### src/logic/pad_consts.svh
//////////////////////////////////////////////////
// Controller port constants
// Joystick and shift widths, port count,
// multitap signatures and microphone duty limits
//////////////////////////////////////////////////

`ifndef PAD_CONSTS_SVH
`define PAD_CONSTS_SVH

// Host joystick word
`define PAD_JOY_WIDTH 23

// Serial port shift register
`define PAD_PORT_BITS 24	// Button byte plus two multitap bytes
`define PAD_NUM_PORTS 2

//////////////////////////////////////////////////
// Multitap signature bytes
//////////////////////////////////////////////////

`define PAD_SIG_PORT1 8'h08	// Follows joystick C
`define PAD_SIG_PORT2 8'h04	// Follows joystick D

//////////////////////////////////////////////////
// Microphone duty counter
//////////////////////////////////////////////////

// Counter runs 0..PAD_MIC_WRAP, then back to zero
`define PAD_MIC_WRAP 250

// Mic passes while the counter is below this
`define PAD_MIC_ON 215

`endif

### src/logic/pad_pkg.sv
//////////////////////////////////////////////////
// Controller port types
// Joystick word, console bus, port word, power pad
//////////////////////////////////////////////////

`include "pad_consts.svh"

package pad_pkg;

	// Joystick bits left over after buttons, mic, fds and trigger
	localparam int pp_bits = `PAD_JOY_WIDTH - 11;

	// One host joystick, first field is the MSB
	typedef struct packed {
		logic [pp_bits-1:0] powerpad;	// Twelve power-pad mats
		logic trigger;	// Carried, not used by the ports
		logic mic;
		logic fds;	// Disk button, carried only
		logic [3:0] face;	// A, B, select, start from bit 0
		logic [3:0] dpad;	// Right, left, down, up from bit 0
	} joy_in_t;

	// Console read bus
	typedef struct packed {
		logic strobe;
		logic [1:0] port_clock;	// Bit 0 is port 1
	} pad_bus_t;

	// Load value of one serial port, shifted out LSB first
	typedef struct packed {
		logic [7:0] sig_byte;	// Multitap signature or ones
		logic [7:0] ext_byte;	// Joystick C/D or ones
		logic [7:0] btn_byte;	// First byte the console reads
	} port_word_t;

	// Power-pad serial bytes
	typedef struct packed {
		logic [7:0] d4;
		logic [7:0] d3;
	} powerpad_load_t;

endpackage

### src/logic/pad_mapper.sv
//////////////////////////////////////////////////
// Joystick to port mapper
// Button reorder, A/B swap, multitap bytes and
// power-pad merge for both serial ports
//////////////////////////////////////////////////

`timescale 1ns/1ps

`include "pad_consts.svh"

module pad_mapper (
	input  pad_pkg::joy_in_t joy_a,
	input  pad_pkg::joy_in_t joy_b,
	input  pad_pkg::joy_in_t joy_c,
	input  pad_pkg::joy_in_t joy_d,
	input  logic multitap_en,
	input  logic swap_en,
	output pad_pkg::port_word_t port_words [`PAD_NUM_PORTS],
	output pad_pkg::powerpad_load_t pp_load
);

	import pad_pkg::*;

	// Signature appended per port in multitap mode
	localparam logic [7:0] sig_bytes [`PAD_NUM_PORTS] = '{`PAD_SIG_PORT1, `PAD_SIG_PORT2};

	// Console order, A goes out first and right last
	function automatic logic [7:0] button_byte(input joy_in_t joy);
		return {
			joy.dpad[0],	// Right
			joy.dpad[1],	// Left
			joy.dpad[2],	// Down
			joy.dpad[3],	// Up
			joy.face[3],	// Start
			joy.face[2],	// Select
			joy.face[1],	// B
			joy.face[0]	// A
		};
	endfunction

	joy_in_t main_pad [`PAD_NUM_PORTS];	// A/B pair after swap
	joy_in_t tap_pad [`PAD_NUM_PORTS];	// C and D on the multitap
	logic [pp_bits-1:0] pp_merged;

	//////////////////////////////////////////////////
	// Port words
	//////////////////////////////////////////////////

	always_comb begin
		main_pad[0] = swap_en ? joy_b : joy_a;
		main_pad[1] = swap_en ? joy_a : joy_b;
		tap_pad[0] = joy_c;
		tap_pad[1] = joy_d;

		for (int p = 0; p < `PAD_NUM_PORTS; p++) begin
			port_words[p].btn_byte = button_byte(main_pad[p]);
			if (multitap_en) begin
				port_words[p].ext_byte = button_byte(tap_pad[p]);
				port_words[p].sig_byte = sig_bytes[p];
			end else begin
				// Plain pad reads ones after its eight buttons
				port_words[p].ext_byte = 8'hff;
				port_words[p].sig_byte = 8'hff;
			end
		end
	end

	//////////////////////////////////////////////////
	// Power pad
	//////////////////////////////////////////////////

	// Any joystick may carry the mat
	assign pp_merged = joy_a.powerpad | joy_b.powerpad | joy_c.powerpad | joy_d.powerpad;

	// Mat scramble as the console expects it
	assign pp_load.d4 = {
		4'b0000,
		pp_merged[7],
		pp_merged[11],
		pp_merged[2],
		pp_merged[3]
	};

	assign pp_load.d3 = {
		pp_merged[6],
		pp_merged[10],
		pp_merged[9],
		pp_merged[5],
		pp_merged[8],
		pp_merged[4],
		pp_merged[0],
		pp_merged[1]
	};

endmodule

### src/logic/port_shifter.sv
//////////////////////////////////////////////////
// Serial joypad port
// Parallel load on strobe, shift on falling
// port clock, shift pulse for the merge stage
//////////////////////////////////////////////////

`timescale 1ns/1ps

`include "pad_consts.svh"

module port_shifter (
	input  logic clk,
	input  logic reset_nes,
	input  logic strobe,
	input  logic port_clock,
	input  pad_pkg::port_word_t load_word,
	output logic serial_bit,
	output logic shift_pulse
);

	import pad_pkg::*;

	logic [`PAD_PORT_BITS-1:0] shift_reg;
	logic prev_clock;	// Port clock from the last edge
	logic clock_fall;

	// High for one cycle, the first edge that sees the clock low
	assign clock_fall = prev_clock & ~port_clock;

	//////////////////////////////////////////////////
	// Shift register
	//////////////////////////////////////////////////

	always_ff @(posedge clk) begin
		if (reset_nes) begin
			shift_reg <= '0;
			prev_clock <= 1'b0;
		end else begin
			prev_clock <= port_clock;

			// Strobe holds the register at the load value
			if (strobe) begin
				shift_reg <= load_word;
			end else if (clock_fall) begin
				shift_reg <= {1'b0, shift_reg[`PAD_PORT_BITS-1:1]};	// Zeros after the last bit
			end
		end
	end

	// Console sees the LSB straight from the register
	assign serial_bit = shift_reg[0];

	// Power pad on port 2 follows this edge
	assign shift_pulse = clock_fall;

endmodule

### src/logic/port_merge.sv
//////////////////////////////////////////////////
// Port data merge
// Power-pad shift registers, microphone duty
// counter and the four-bit console data lines
//////////////////////////////////////////////////

`timescale 1ns/1ps

`include "pad_consts.svh"

module port_merge (
	input  logic clk,
	input  logic reset_nes,
	input  logic strobe,
	input  logic [`PAD_NUM_PORTS-1:0] port_bits,
	input  logic port2_shift,
	input  pad_pkg::powerpad_load_t pp_load,
	input  logic [1:0] mic_buttons,	// Mic bits of joysticks A and B
	output logic [3:0] joy_data,
	output logic mic
);

	import pad_pkg::*;

	localparam int mic_cnt_bits = $clog2(`PAD_MIC_WRAP + 1);

	powerpad_load_t pp_shift;	// Live d3/d4 registers
	logic [mic_cnt_bits-1:0] mic_cnt;
	logic mic_window;

	//////////////////////////////////////////////////
	// Power-pad shift registers
	//////////////////////////////////////////////////

	// Clocked out alongside port 2
	always_ff @(posedge clk) begin
		if (reset_nes) begin
			pp_shift <= '0;
		end else if (strobe) begin
			pp_shift <= pp_load;
		end else if (port2_shift) begin
			pp_shift.d3 <= {1'b0, pp_shift.d3[7:1]};
			pp_shift.d4 <= {1'b0, pp_shift.d4[7:1]};
		end
	end

	//////////////////////////////////////////////////
	// Microphone
	//////////////////////////////////////////////////

	// Free-running duty counter
	always_ff @(posedge clk) begin
		if (reset_nes) begin
			mic_cnt <= '0;
		end else if (mic_cnt == mic_cnt_bits'(`PAD_MIC_WRAP)) begin
			mic_cnt <= '0;
		end else begin
			mic_cnt <= mic_cnt + 1'b1;
		end
	end

	assign mic_window = (mic_cnt < mic_cnt_bits'(`PAD_MIC_ON));	// On part of the period

	// Either front pad may hold the mic
	assign mic = mic_window & (|mic_buttons);

	// Data lines
	// Zapper light and trigger slots carry the power pad
	assign joy_data = {
		pp_shift.d4[0],
		pp_shift.d3[0],
		port_bits[1],
		port_bits[0]
	};

endmodule

### src/logic/controller_ports.sv
//////////////////////////////////////////////////
// Controller port top level
// Mapper, two serial port shifters, merge stage
//////////////////////////////////////////////////

`timescale 1ns/1ps

`include "pad_consts.svh"

module controller_ports (
	input  logic clk,
	input  logic reset_nes,
	input  pad_pkg::joy_in_t joy_a,
	input  pad_pkg::joy_in_t joy_b,
	input  pad_pkg::joy_in_t joy_c,
	input  pad_pkg::joy_in_t joy_d,
	input  logic multitap_en,
	input  logic swap_en,
	input  pad_pkg::pad_bus_t pad_bus,	// Strobe and port clocks from the console
	output logic [3:0] joy_data,
	output logic mic
);

	import pad_pkg::*;

	port_word_t port_words [`PAD_NUM_PORTS];
	powerpad_load_t pp_load;
	logic [`PAD_NUM_PORTS-1:0] port_bits;	// Serial LSB of each port
	logic [`PAD_NUM_PORTS-1:0] shift_pulses;

	//////////////////////////////////////////////////
	// Load words
	//////////////////////////////////////////////////

	pad_mapper mapper (
		.joy_a       (joy_a),
		.joy_b       (joy_b),
		.joy_c       (joy_c),
		.joy_d       (joy_d),
		.multitap_en (multitap_en),
		.swap_en     (swap_en),
		.port_words  (port_words),
		.pp_load     (pp_load)
	);

	//////////////////////////////////////////////////
	// Serial ports
	//////////////////////////////////////////////////

	generate
		for (genvar p = 0; p < `PAD_NUM_PORTS; p++) begin : g_port
			// Each port runs off its own clock bit
			port_shifter shifter (
				.clk         (clk),
				.reset_nes   (reset_nes),
				.strobe      (pad_bus.strobe),
				.port_clock  (pad_bus.port_clock[p]),
				.load_word   (port_words[p]),
				.serial_bit  (port_bits[p]),
				.shift_pulse (shift_pulses[p])
			);
		end
	endgenerate

	//////////////////////////////////////////////////
	// Data lines and mic
	//////////////////////////////////////////////////

	port_merge merge (
		.clk         (clk),
		.reset_nes   (reset_nes),
		.strobe      (pad_bus.strobe),
		.port_bits   (port_bits),
		.port2_shift (shift_pulses[1]),	// Power pad rides on port 2
		.pp_load     (pp_load),
		.mic_buttons ({joy_b.mic, joy_a.mic}),
		.joy_data    (joy_data),
		.mic         (mic)
	);

endmodule

### config.mk
export PLATFORM = sky130hd
export DESIGN_NAME = controller_ports
export DESIGN_NICKNAME = d
export VERILOG_FILES = /design/src/logic/pad_pkg.sv /design/src/logic/pad_mapper.sv /design/src/logic/port_shifter.sv /design/src/logic/port_merge.sv /design/src/logic/controller_ports.sv
export VERILOG_INCLUDE_DIRS = /design/src /design/src/logic
export SDC_FILE = /design/constraint.sdc
export NUM_CORES = 1
export LEC_CHECK = 0
export BUFFER_PORTS_ARGS = -buffer_cell sky130_fd_sc_hd__buf_4
export CORE_MARGIN = 8
export CORE_UTILIZATION = 51
export CTS_CLUSTER_DIAMETER = 120
export CTS_CLUSTER_SIZE = 14
export DETAILED_ROUTE_END_ITERATION = 12
export HOLD_SLACK_MARGIN = 0.15
export PLACE_DENSITY = 0.89
export SKIP_LAST_GASP = 1
export SYNTH_ARGS = -nofsm -noshare
export SYNTH_HDL_FRONTEND = slang
export SYNTH_SLANG_ARGS = --single-unit
### constraint.sdc
create_clock -name clk -period 1.5 [get_ports clk]
set_clock_uncertainty 0.15 [all_clocks]
set_input_delay 0.075 -clock clk [delete_from_list [all_inputs] [get_ports clk]]
set_output_delay 0.075 -clock clk [all_outputs]
set_load 0.01 [all_outputs]
==> flow_summary.json, run 1 <==
{
  "io_buffers": 93,
  "synth_cell_type_count": 35,
  "cts.hold.buffers_added": 110,
  "post_cts_buffers": 2,
  "die_h_um": 96.1,
  "synth_edf_count": 0,
  "error_line": "[ERROR RSZ-0060] Max buffer count reached.",
  "cts.sinks": 70,
  "syn_inst": 373,
  "hpwl_um": 5850,
  "clk_path_buf_depth": 2,
  "cts_made_buffers": 9,
  "core.rowCount": 29,
  "yosysWarnings": 0,
  "synth-compound-area-share_pct": 21.8,
  "ios": 104,
  "yosys.area_share.adder_pct": 0.765,
  "ys_seq_area_share_pct": 42.8,
  "avgSynthCellArea_sq_um": 8.77,
  "syn_nets": 474,
  "synth_top_family_by_area": "compound AO/OA/AOI/OAI gates",
  "failing_step": "4_1_cts",
  "ys_ff_latch": 70,
  "cts_resized": 5,
  "status": "did not finish",
  "synth.area.mux_share_pct": 9.49,
  "yosys.area_share.xor_xnor_pct": 0.536,
  "cts-htree-levels": 3,
  "place_congestion": 0.783,
  "syn-cell-area_sq_um": 3270,
  "cts-root-buf": "clkbuf_8",
  "die_w_um": 96.1,
  "async_reset_ff_share_pct": 0,
  "initial_core_util_pct": 52.1,
  "synth-simple-area-share_pct": 18.1,
  "synth_flop_cell": "dfxtp_1"
}
## cell usage after synthesis (all sizes together) (4+ instances only)
master,number,area (sq um)
dfxtp,70,1400
nand2,64,240
a211oi,33,253
mux2i,31,310
a21oi,25,125
buf,24,159
a21o,17,128
a31oi,17,106
nor2,14,60.1
nor2b,12,82.6
clkbuf,11,45.1
and3,10,62.6
nor4,10,62.6
o21ai,10,50.1
nand3,5,25.0
nand2b,4,25.0
## cell families after synthesis
kind of cell | count (synthesis)
DFF | 70
xor gates and xnor gates | 2
adders and majority gates | 2
buffers and inverters | 37
AOI/OAI and AO/OA | 108
and+or+nand+nor | 123
muxes | 31
## metrics by stage
step / hold slack (ns) / worst slack [ns] / cell area (sq um) / util [%] / instances
2_1_floorplan: 0.0532 / 0.153 / 3270 / - / 373
3_3_place_gp: 0.161 / 0.109 / 4030 / 64.2 / 527
3_5_place_dp: 0.170 / 0.0446 / 4030 / 64.2 / 527
==> run 2: changes to the inputs <==
CORE_UTILIZATION = 40   (was 51)
CTS_CLUSTER_DIAMETER = default   (was 120)
CTS_CLUSTER_SIZE = default   (was 14)
HOLD_SLACK_MARGIN = default   (was 0.15)
PLACE_DENSITY = default   (was 0.89)
PLACE_DENSITY_LB_ADDON = 0.15   (was default)
==> flow_summary.json, run 2 <==
{
  "n_antenna_cell": 0,
  "antenna_found_initial": 0,
  "power.internal_mw": 3.43,
  "drt_iter0_drc": 171,
  "powerDensity_nw_per_um2": 918,
  "fin_crit_sh_pct": 107,
  "cts_made_buffers": 9,
  "setup_violations": 2,
  "p_sw_mw": 1.08,
  "crit_chain": "ha_4 > nand2_2 > nand2b_1 > a21oi_2 > o22a_1 > buf_6",
  "synth_area_leaders": "dfxtp_1 (43%), mux2i_1 (9.5%), a211oi_1 (7.3%)",
  "cts-root-buf": "clkbuf_8",
  "cts_tree": "done",
  "fmax_mhz": 621,
  "cts.sinks": 70,
  "path_class": "reg2out",
  "cts-htree-levels": 3,
  "insertion_delay_ns": 0.33,
  "io_buffers": 93,
  "drive_gt1_share_pct": 29.4,
  "ios": 104,
  "status": "finished, violations left",
  "placedInstanceArea_sq_um": 4070,
  "ys_seq_area_share_pct": 42.8,
  "nNetsFinal": 609,
  "synth_cell_type_count": 35,
  "layout_setup_ws_ns": -0.111,
  "finalMaxSlewViolations": 0,
  "syn_to_final_growth_pct": 50.3,
  "core_area_sq_um": 8050,
  "final_cell_mix": "buf_4 (104), dfxtp_1 (68), nand2_1 (62)",
  "syn_inst": 373,
  "drc": 0,
  "hpwl_um": 5860,
  "via_per_inst": 5.11,
  "endpoint_kind": "output pin",
  "pwr-share-comb_pct": 17.2,
  "violations": "hold timing, setup timing",
  "final_hold_viol_count": 2,
  "grt_pass1_wl_um": 15100,
  "fillCellCount": 709,
  "hp-class": "in2reg",
  "synthTopCellsByCount": "dfxtp_1 (70), nand2_1 (64), a211oi_1 (32)",
  "drt_wl_total_um": 9010,
  "grt.total_usage_pct": 16.0,
  "synth_largest_area_cell": "dfxtp_1",
  "grt_pass1_vias": 3261,
  "initial_core_util_pct": 40.6,
  "clk_path_buf_depth": 2,
  "worstPathMaxFanout": 2,
  "ant_nets": 0,
  "worst_hold_slack_ns": -0.0140,
  "synth_most_common_cell": "dfxtp_1",
  "startpoint_type": "register",
  "clk_pin_slew_ns": 0.07,
  "largest_reg_flops": 48,
  "postLayoutCellArea_sq_um": 4920,
  "crit_required_ns": 1.27,
  "slowest_stage": "dfxtp_2",
  "worst_slew_pin_slew_ns": 0.463,
  "worst_ep_arrival_time_ns": 1.39,
  "syn-cell-area_sq_um": 3270,
  "core.rowCount": 33,
  "final_common_cell": "buf_4",
  "seq_power_share_pct": 45.8,
  "cap_violations": 0,
  "synth_edf_count": 0,
  "ys_ff_latch": 70,
  "overflow": 0,
  "async_reset_ff_share_pct": 0,
  "avgSynthCellArea_sq_um": 8.77,
  "routedWlPerCell_um": 14.6,
  "slowest_delay_ns": 0.34,
  "vias": 3157,
  "place_congestion": 0.748,
  "ir_drop_v": 0.000503,
  "slew_headroom_pct": 69.1,
  "die_w_um": 106,
  "synth_top_cell_area_share_pct": 42.8,
  "rsz0062_at_grt": "true",
  "min_period_ns": 1.61,
  "syn_nets": 474,
  "yosysWarnings": 0,
  "clock_power_share_pct": 37.0,
  "grt_max_degree": 38,
  "dr.pass1.iters": 4,
  "sw_frac_of_total_pct": 24.0,
  "synth_flop_cell": "dfxtp_1",
  "die_h_um": 106,
  "p_leak_nw": 2.09,
  "dieArea_sq_um": 11300
}
==> run 2: metal layers <==
layer  global-route usage, %  up-vias  share of wire [%]
met5                       0        -                  0
met3                    4.48       11                5.6
met1                    19.5     1456                 44
met4                    6.13        0                1.3
li1                        -     1605                  -
met2                    26.2       85                 49
==> run 2: logic make-up (layout without fill, tap and decap cells) <==
| family | count (synthesis) | in the layout | share of synthesized area, % |
|---|---|---|---|
| simple gates | 123 | 123 | 18.1 |
| compound gates | 108 | 108 | 21.8 |
| flops | 70 | 70 | 42.8 |
| buf+inv | 37 | 177 | 6.47 |
| mux | 31 | 31 | 9.49 |
| fa+ha+maj | 2 | 2 | 0.765 |
| xor+xnor | 2 | 2 | 0.536 |
==> run 2: final timing paths <==
kind	end	from	slack, ns	cells past startpoint
worst max-delay path	mic	merge.mic_cnt[1]$_SDFF_PP0_	-0.11	6
worst min-delay path	g_port[0].shifter.shift_reg[6]$_SDFFE_PP0P_	joy_b[1]	-0.01	3
worst max register to register	merge.mic_cnt[5]$_SDFF_PP0_	merge.mic_cnt[0]$_SDFF_PP0_	-0.01	7
worst min register to register	g_port[1].shifter.shift_reg[15]$_SDFFE_PP0P_	g_port[1].shifter.shift_reg[16]$_SDFFE_PP0P_	0.31	2
==> run 2: area by class of cell <==
class	count	area (sq um)	area share, %
Tap cell	105	131	2.67
Sequential cell	70	1400	28.6
Clock buffer	10	138	2.80
Inverter	2	7.51	0.153
Timing Repair Buffer	159	1400	28.4
Clock inverter	6	85.1	1.73
Multi-Input combinational cell	266	1750	35.7
==> run 2: critical path: cells and delay by family (launching register included) <==
kind                     cells  cell delay (ns)
AO/OA/AOI/OAI                2             0.31
adder cells (fa/ha/maj)      1             0.16
buffers and inverters        1             0.10
flip-flops                   1             0.34
AND/OR/NAND/NOR              2             0.14
==> run 2: timing repair <==
action | in CTS | in global routing
hold endpoints to repair | 46 | 0
setup buffers | 3 | 0
cloned | 0 | 1
hold buffers | 51 | 0
endpoints found under the setup margin | 1 | 22
pin swaps | 2 | 10
gates resized for setup | 7 | 18
==> run 2: power groups by stage <==
| stage | Combinational (mW) | Sequential (mW) | Clock (mW) |
|---|---|---|---|
| after floorplan | 0.364 | 2.08 | 0 |
| after global placement | 0.620 | 2.10 | 0 |
| after detailed placement | 0.631 | 2.10 | 0 |
| after CTS | 0.758 | 2.06 | 1.70 |
| after global routing | 0.856 | 2.08 | 1.78 |
| final | 0.777 | 2.06 | 1.67 |
==> run 2: per-stage QoR <==
step,util [%],worst slack [ns],setup TNS [ns],power (mW),instances
after floorplan,-,0.153,0,2.45,373
after global placement,50.5,0.0841,0,2.72,550
after detailed placement,50.5,0.0529,0,2.73,550
after CTS,60.2,-0.0970,-0.226,4.52,620
after global routing,61.1,-0.200,-0.691,4.72,618
final,61.1,-0.111,-0.116,4.51,618
Power figures use the tool's default switching activity.
==> run 3: changes to the inputs <==
REMOVE_ABC_BUFFERS = 1   (was default)
==> flow_summary.json, run 3 (synthesis gave the netlist of run 2 again) <==
{
  "grt_max_degree": 33,
  "hold_path_end": "merge.pp_shift[5]$_SDFFE_PP0P_",
  "drc": 0,
  "dr.pass1.iters": 6,
  "rr_worst_depth": 7,
  "grt_pass1_vias": 3251,
  "ir_drop_v": 0.000481,
  "nNetsFinal": 616,
  "setup_violations": 4,
  "critPathBufInv": 1,
  "fin_crit_sh_pct": 107,
  "rrSetupSlack_ns": -0.03,
  "final_common_cell": "buf_4",
  "dieArea_sq_um": 11300,
  "crit_cells": 6,
  "antenna_found_initial": 0,
  "insertion_delay_ns": 0.34,
  "ant_nets": 0,
  "drt_wl_total_um": 8680,
  "startpoint_type": "register",
  "via_per_inst": 5.08,
  "endpoint_kind": "output pin",
  "slowest_delay_ns": 0.36,
  "syn_to_final_growth_pct": 50.3,
  "grt.total_usage_pct": 15.7,
  "overflow": 0,
  "slowest_stage": "dfxtp_4",
  "min_period_ns": 1.60,
  "cts_tree": "done",
  "hpwl_um": 5680,
  "r2r-start": "merge.mic_cnt[0]$_SDFF_PP0_",
  "violations": "setup timing",
  "grt_pass1_wl_um": 14900,
  "core_area_sq_um": 8050,
  "reg2reg_to": "merge.mic_cnt[5]$_SDFF_PP0_",
  "status": "finished, violations left",
  "slew_headroom_pct": 70.0,
  "cts_made_buffers": 9,
  "final_cell_mix": "buf_4 (104), dfxtp_1 (68), nand2_1 (63)",
  "rsz0062_at_grt": "true",
  "path_class": "reg2out",
  "place_congestion": 0.768,
  "drive_gt1_share_pct": 27.9,
  "n_antenna_cell": 0,
  "ios": 104,
  "p_leak_nw": 2.09,
  "final_core_util_pct": 61.1,
  "min_path_cells": 4,
  "worst_ep_arrival_time_ns": 1.38,
  "largest_reg_flops": 48,
  "finalMaxSlewViolations": 0,
  "crit_required_ns": 1.27,
  "final_hold_viol_count": 0,
  "hp-class": "in2reg",
  "powerDensity_nw_per_um2": 883,
  "initial_core_util_pct": 40.6,
  "hp-start": "joy_d[20]",
  "cap_violations": 0,
  "die_w_um": 106,
  "worst_slew_pin_slew_ns": 0.450,
  "clk_pin_slew_ns": 0.08,
  "vias": 3172,
  "worstPathMaxFanout": 2,
  "core.rowCount": 33,
  "fmax_mhz": 625,
  "drt_iter0_drc": 94,
  "io_buffers": 93,
  "placedInstanceArea_sq_um": 4060,
  "cts-root-buf": "clkbuf_8",
  "routedWlPerCell_um": 13.9,
  "cts.sinks": 70,
  "clk_path_buf_depth": 2,
  "die_h_um": 106,
  "postLayoutCellArea_sq_um": 4920,
  "path_delay_family": "flip-flops",
  "cts-htree-levels": 3,
  "layout_setup_ws_ns": -0.100,
  "crit_chain": "ha_4 > nand2_2 > nand2b_1 > a21oi_2 > o22a_1 > buf_6"
}
run 3: cell type report:
cell class,instances,area [sq um]
Fill cell,708,3130
Multi-Input combinational cell,266,1730
Timing Repair Buffer,166,1450
Sequential cell,70,1410
Tap cell,105,131
Clock buffer,9,124
Clock inverter,7,72.6
Inverter,2,7.51
run 3: worst max-delay path by stage:
stage,from,endpoint,slack (ns)
floorplan,g_port[1].shifter.prev_clock$_SDFF_PP0_,g_port[1].shifter.shift_reg[0]$_SDFFE_PP0P_,-0.35
global placement,merge.mic_cnt[0]$_SDFF_PP0_,merge.mic_cnt[3]$_SDFF_PP0_,0.1
detailed placement,merge.mic_cnt[0]$_SDFF_PP0_,merge.mic_cnt[2]$_SDFF_PP0_,0.06
CTS,merge.mic_cnt[0]$_SDFF_PP0_,mic,-0.12
global route,merge.mic_cnt[0]$_SDFF_PP0_,mic,-0.16
finish,merge.mic_cnt[0]$_SDFF_PP0_,mic,-0.10
run 3: power by group:
group	switching (mW)	total (mW)	internal, mW	leakage [nW]
registers	0.0703	2.06	1.99	0.583
clock network	0.733	1.50	0.770	0.0956
logic	0.311	0.776	0.465	1.41
run 3: layer usage:
| metal | share of wire (%) | GRT usage (%) | up-vias |
|---|---|---|---|
| met5 | 0 | 0 | - |
| met4 | 1.7 | 6.03 | 0 |
| met3 | 4.6 | 3.69 | 14 |
| met2 | 51 | 28.0 | 61 |
| met1 | 43 | 17.7 | 1471 |
| li1 | - | - | 1626 |
run 3: worst min-delay path, cell delays in order:
cell and delay [ns]:
buf_4 0.08, nor4_1 0.03, a21o_1 0.16, a31oi_1 0.12
run 3: stage by stage:
stage / power [mW] / hold slack (ns) / std cells / setup TNS (ns) / setup WS [ns]
after floorplan: 2.37 / -0.0104 / 338 / -6.39 / -0.347
after global placement: 2.71 / 0.165 / 551 / 0 / 0.0958
after detailed placement: 2.73 / 0.176 / 551 / 0 / 0.0593
after CTS: 4.36 / 0.00420 / 627 / -0.234 / -0.119
after global routing: 4.54 / 0.0294 / 625 / -0.744 / -0.157
final: 4.34 / 0.00935 / 625 / -0.158 / -0.100
run 3: repair_timing:
item | CTS | global route
cloned | 0 | 0
pin swaps | 3 | 7
resized for setup | 7 | 16
buffers inserted | 3 | 0
hold buffers | 57 | 0
hold endpoints to repair | 49 | 0
setup endpoints to repair | 1 | 26
==> run 4: changes to the inputs <==
clock period = 1.65 ns   (was 1.5 ns; I/O delays follow)
==> flow_summary.json, run 4 (synthesis gave the netlist of run 2 again) <==
{
  "grt_pass1_vias": 3123,
  "cts-root-buf": "clkbuf_8",
  "fillCellCount": 721,
  "min_path_cells": 2,
  "clock_power_share_pct": 33.8,
  "overflow": 0,
  "p_leak_nw": 2.06,
  "cts-htree-levels": 3,
  "slowest_delay_ns": 0.34,
  "rr_worst_depth": 6,
  "drive_gt1_share_pct": 25.8,
  "setup_violations": 0,
  "fmax_mhz": 621,
  "slew_headroom_pct": 67.9,
  "dieArea_sq_um": 11300,
  "largest_reg_flops": 48,
  "final_cell_mix": "buf_4 (102), dfxtp_1 (68), nand2_1 (63)",
  "worst_slew_pin_slew_ns": 0.482,
  "placedInstanceArea_sq_um": 4040,
  "ios": 104,
  "via_per_inst": 5.06,
  "cts_made_buffers": 9,
  "finalMaxSlewViolations": 0,
  "worstPathMaxFanout": 2,
  "rsz0062_at_grt": "true",
  "power_mw": 3.86,
  "crit_chain": "ha_4 > nand2_4 > nand2b_4 > a21oi_2 > o22a_1 > buf_6",
  "ant_nets": 0,
  "nNetsFinal": 608,
  "die_w_um": 106,
  "endpoint_kind": "output pin",
  "powerDensity_nw_per_um2": 805,
  "insertion_delay_ns": 0.34,
  "pre_cts_slack_ns": 0.213,
  "pwr-share-comb_pct": 17.7,
  "postLayoutCellArea_sq_um": 4800,
  "initial_core_util_pct": 40.6,
  "final_hold_viol_count": 2,
  "setup-tns-final_ns": 0,
  "antenna_found_initial": 0,
  "path_class": "reg2out",
  "clk_path_buf_depth": 2,
  "die_h_um": 106,
  "slowest_stage": "dfxtp_2",
  "startpoint_type": "register",
  "syn_to_final_growth_pct": 46.8,
  "p_sw_uw": 947,
  "worst_hold_slack_ns": -0.0542,
  "power.internal_mw": 2.92,
  "crit_required_ns": 1.42,
  "cts.sinks": 70,
  "core_area_sq_um": 8050,
  "clk_pin_slew_ns": 0.08,
  "layout_setup_ws_ns": 0.0405,
  "grt_max_degree": 38,
  "status": "finished, violations left",
  "drc": 0,
  "hp-class": "in2reg",
  "worst_ep_arrival_time_ns": 1.38,
  "vias": 3122,
  "hpwl_um": 5490,
  "core.rowCount": 33,
  "fin_crit_sh_pct": 97.5,
  "drt_wl_total_um": 8400,
  "io_buffers": 93,
  "ir_drop_v": 0.000502,
  "grt_pass1_wl_um": 14300,
  "final_common_cell": "buf_4",
  "cap_violations": 0,
  "sw_frac_of_total_pct": 24.5,
  "place_congestion": 0.764,
  "violations": "hold timing",
  "drt_iter0_drc": 94,
  "grt.total_usage_pct": 15.1,
  "cts_tree": "done",
  "min_period_ns": 1.61,
  "dr.pass1.iters": 6,
  "n_antenna_cell": 0,
  "routedWlPerCell_um": 13.6,
  "seq_power_share_pct": 48.5
}
## run 4: repair_timing
action / in CTS / in global routing
resized for setup: 6 / 4
hold endpoints to repair: 42 / 0
setup buffers: 4 / 0
gates cloned: 0 / 0
pin swaps: 3 / 2
hold buffers: 51 / 0
setup endpoints to repair: 1 / 3
## run 4: worst paths after layout
kind                                                                     end                                    startpoint  slack [ns]
worst min-delay path                         merge.pp_shift[10]$_SDFFE_PP0P_                                    pad_bus[2]       -0.05
worst max-delay path                                                     mic                   merge.mic_cnt[1]$_SDFF_PP0_        0.04
worst min register to register  g_port[1].shifter.shift_reg[13]$_SDFFE_PP0P_  g_port[1].shifter.shift_reg[14]$_SDFFE_PP0P_        0.31
worst max register to register                   merge.mic_cnt[3]$_SDFF_PP0_                   merge.mic_cnt[0]$_SDFF_PP0_        0.13
## run 4: metal layers
metal | global-route usage, % | vias up | part of all wire (%)
li1 | - | 1606 | -
met1 | 16.9 | 1434 | 43
met2 | 26.8 | 68 | 51
met3 | 3.51 | 14 | 4.7
met4 | 6.73 | 0 | 1.8
met5 | 0 | - | 0
## run 4: area by class of cell
cell class | instances | area (sq um) | area share [%]
multi-input cells | 266 | 1700 | 35.4
flip-flops and latches | 70 | 1400 | 29.2
repair buffers | 158 | 1380 | 28.7
clock buffers | 12 | 135 | 2.81
well taps | 105 | 131 | 2.74
clock inverters | 4 | 47.5 | 0.990
inverters | 2 | 7.51 | 0.156
## run 4: worst max-delay path: cells and delay by family, from the launching register on
kind	cells	cell delay, ns
AOI/OAI and AO/OA	2	0.29
DFF	1	0.34
and+or+nand+nor	2	0.13
adders and majority gates	1	0.17
buffers and inverters	1	0.11
## run 4: power groups by stage
stage	clock (mW)	sequential (mW)	combinational [mW]
2_1_floorplan	0	1.90	0.254
3_3_place_gp	0	1.91	0.558
3_5_place_dp	0	1.91	0.569
4_1_cts	1.35	1.87	0.685
5_1_grt	1.43	1.89	0.754
6_report	1.31	1.88	0.684
## run 4: metrics by stage
| stage | utilization (%) | std cells |
|---|---|---|
| detailed placement | 50.2 | 547 |
| floorplan | - | 338 |
| finish | 59.6 | 617 |
| global placement | 50.2 | 547 |
| global route | 59.6 | 617 |
| CTS | 59.5 | 618 |
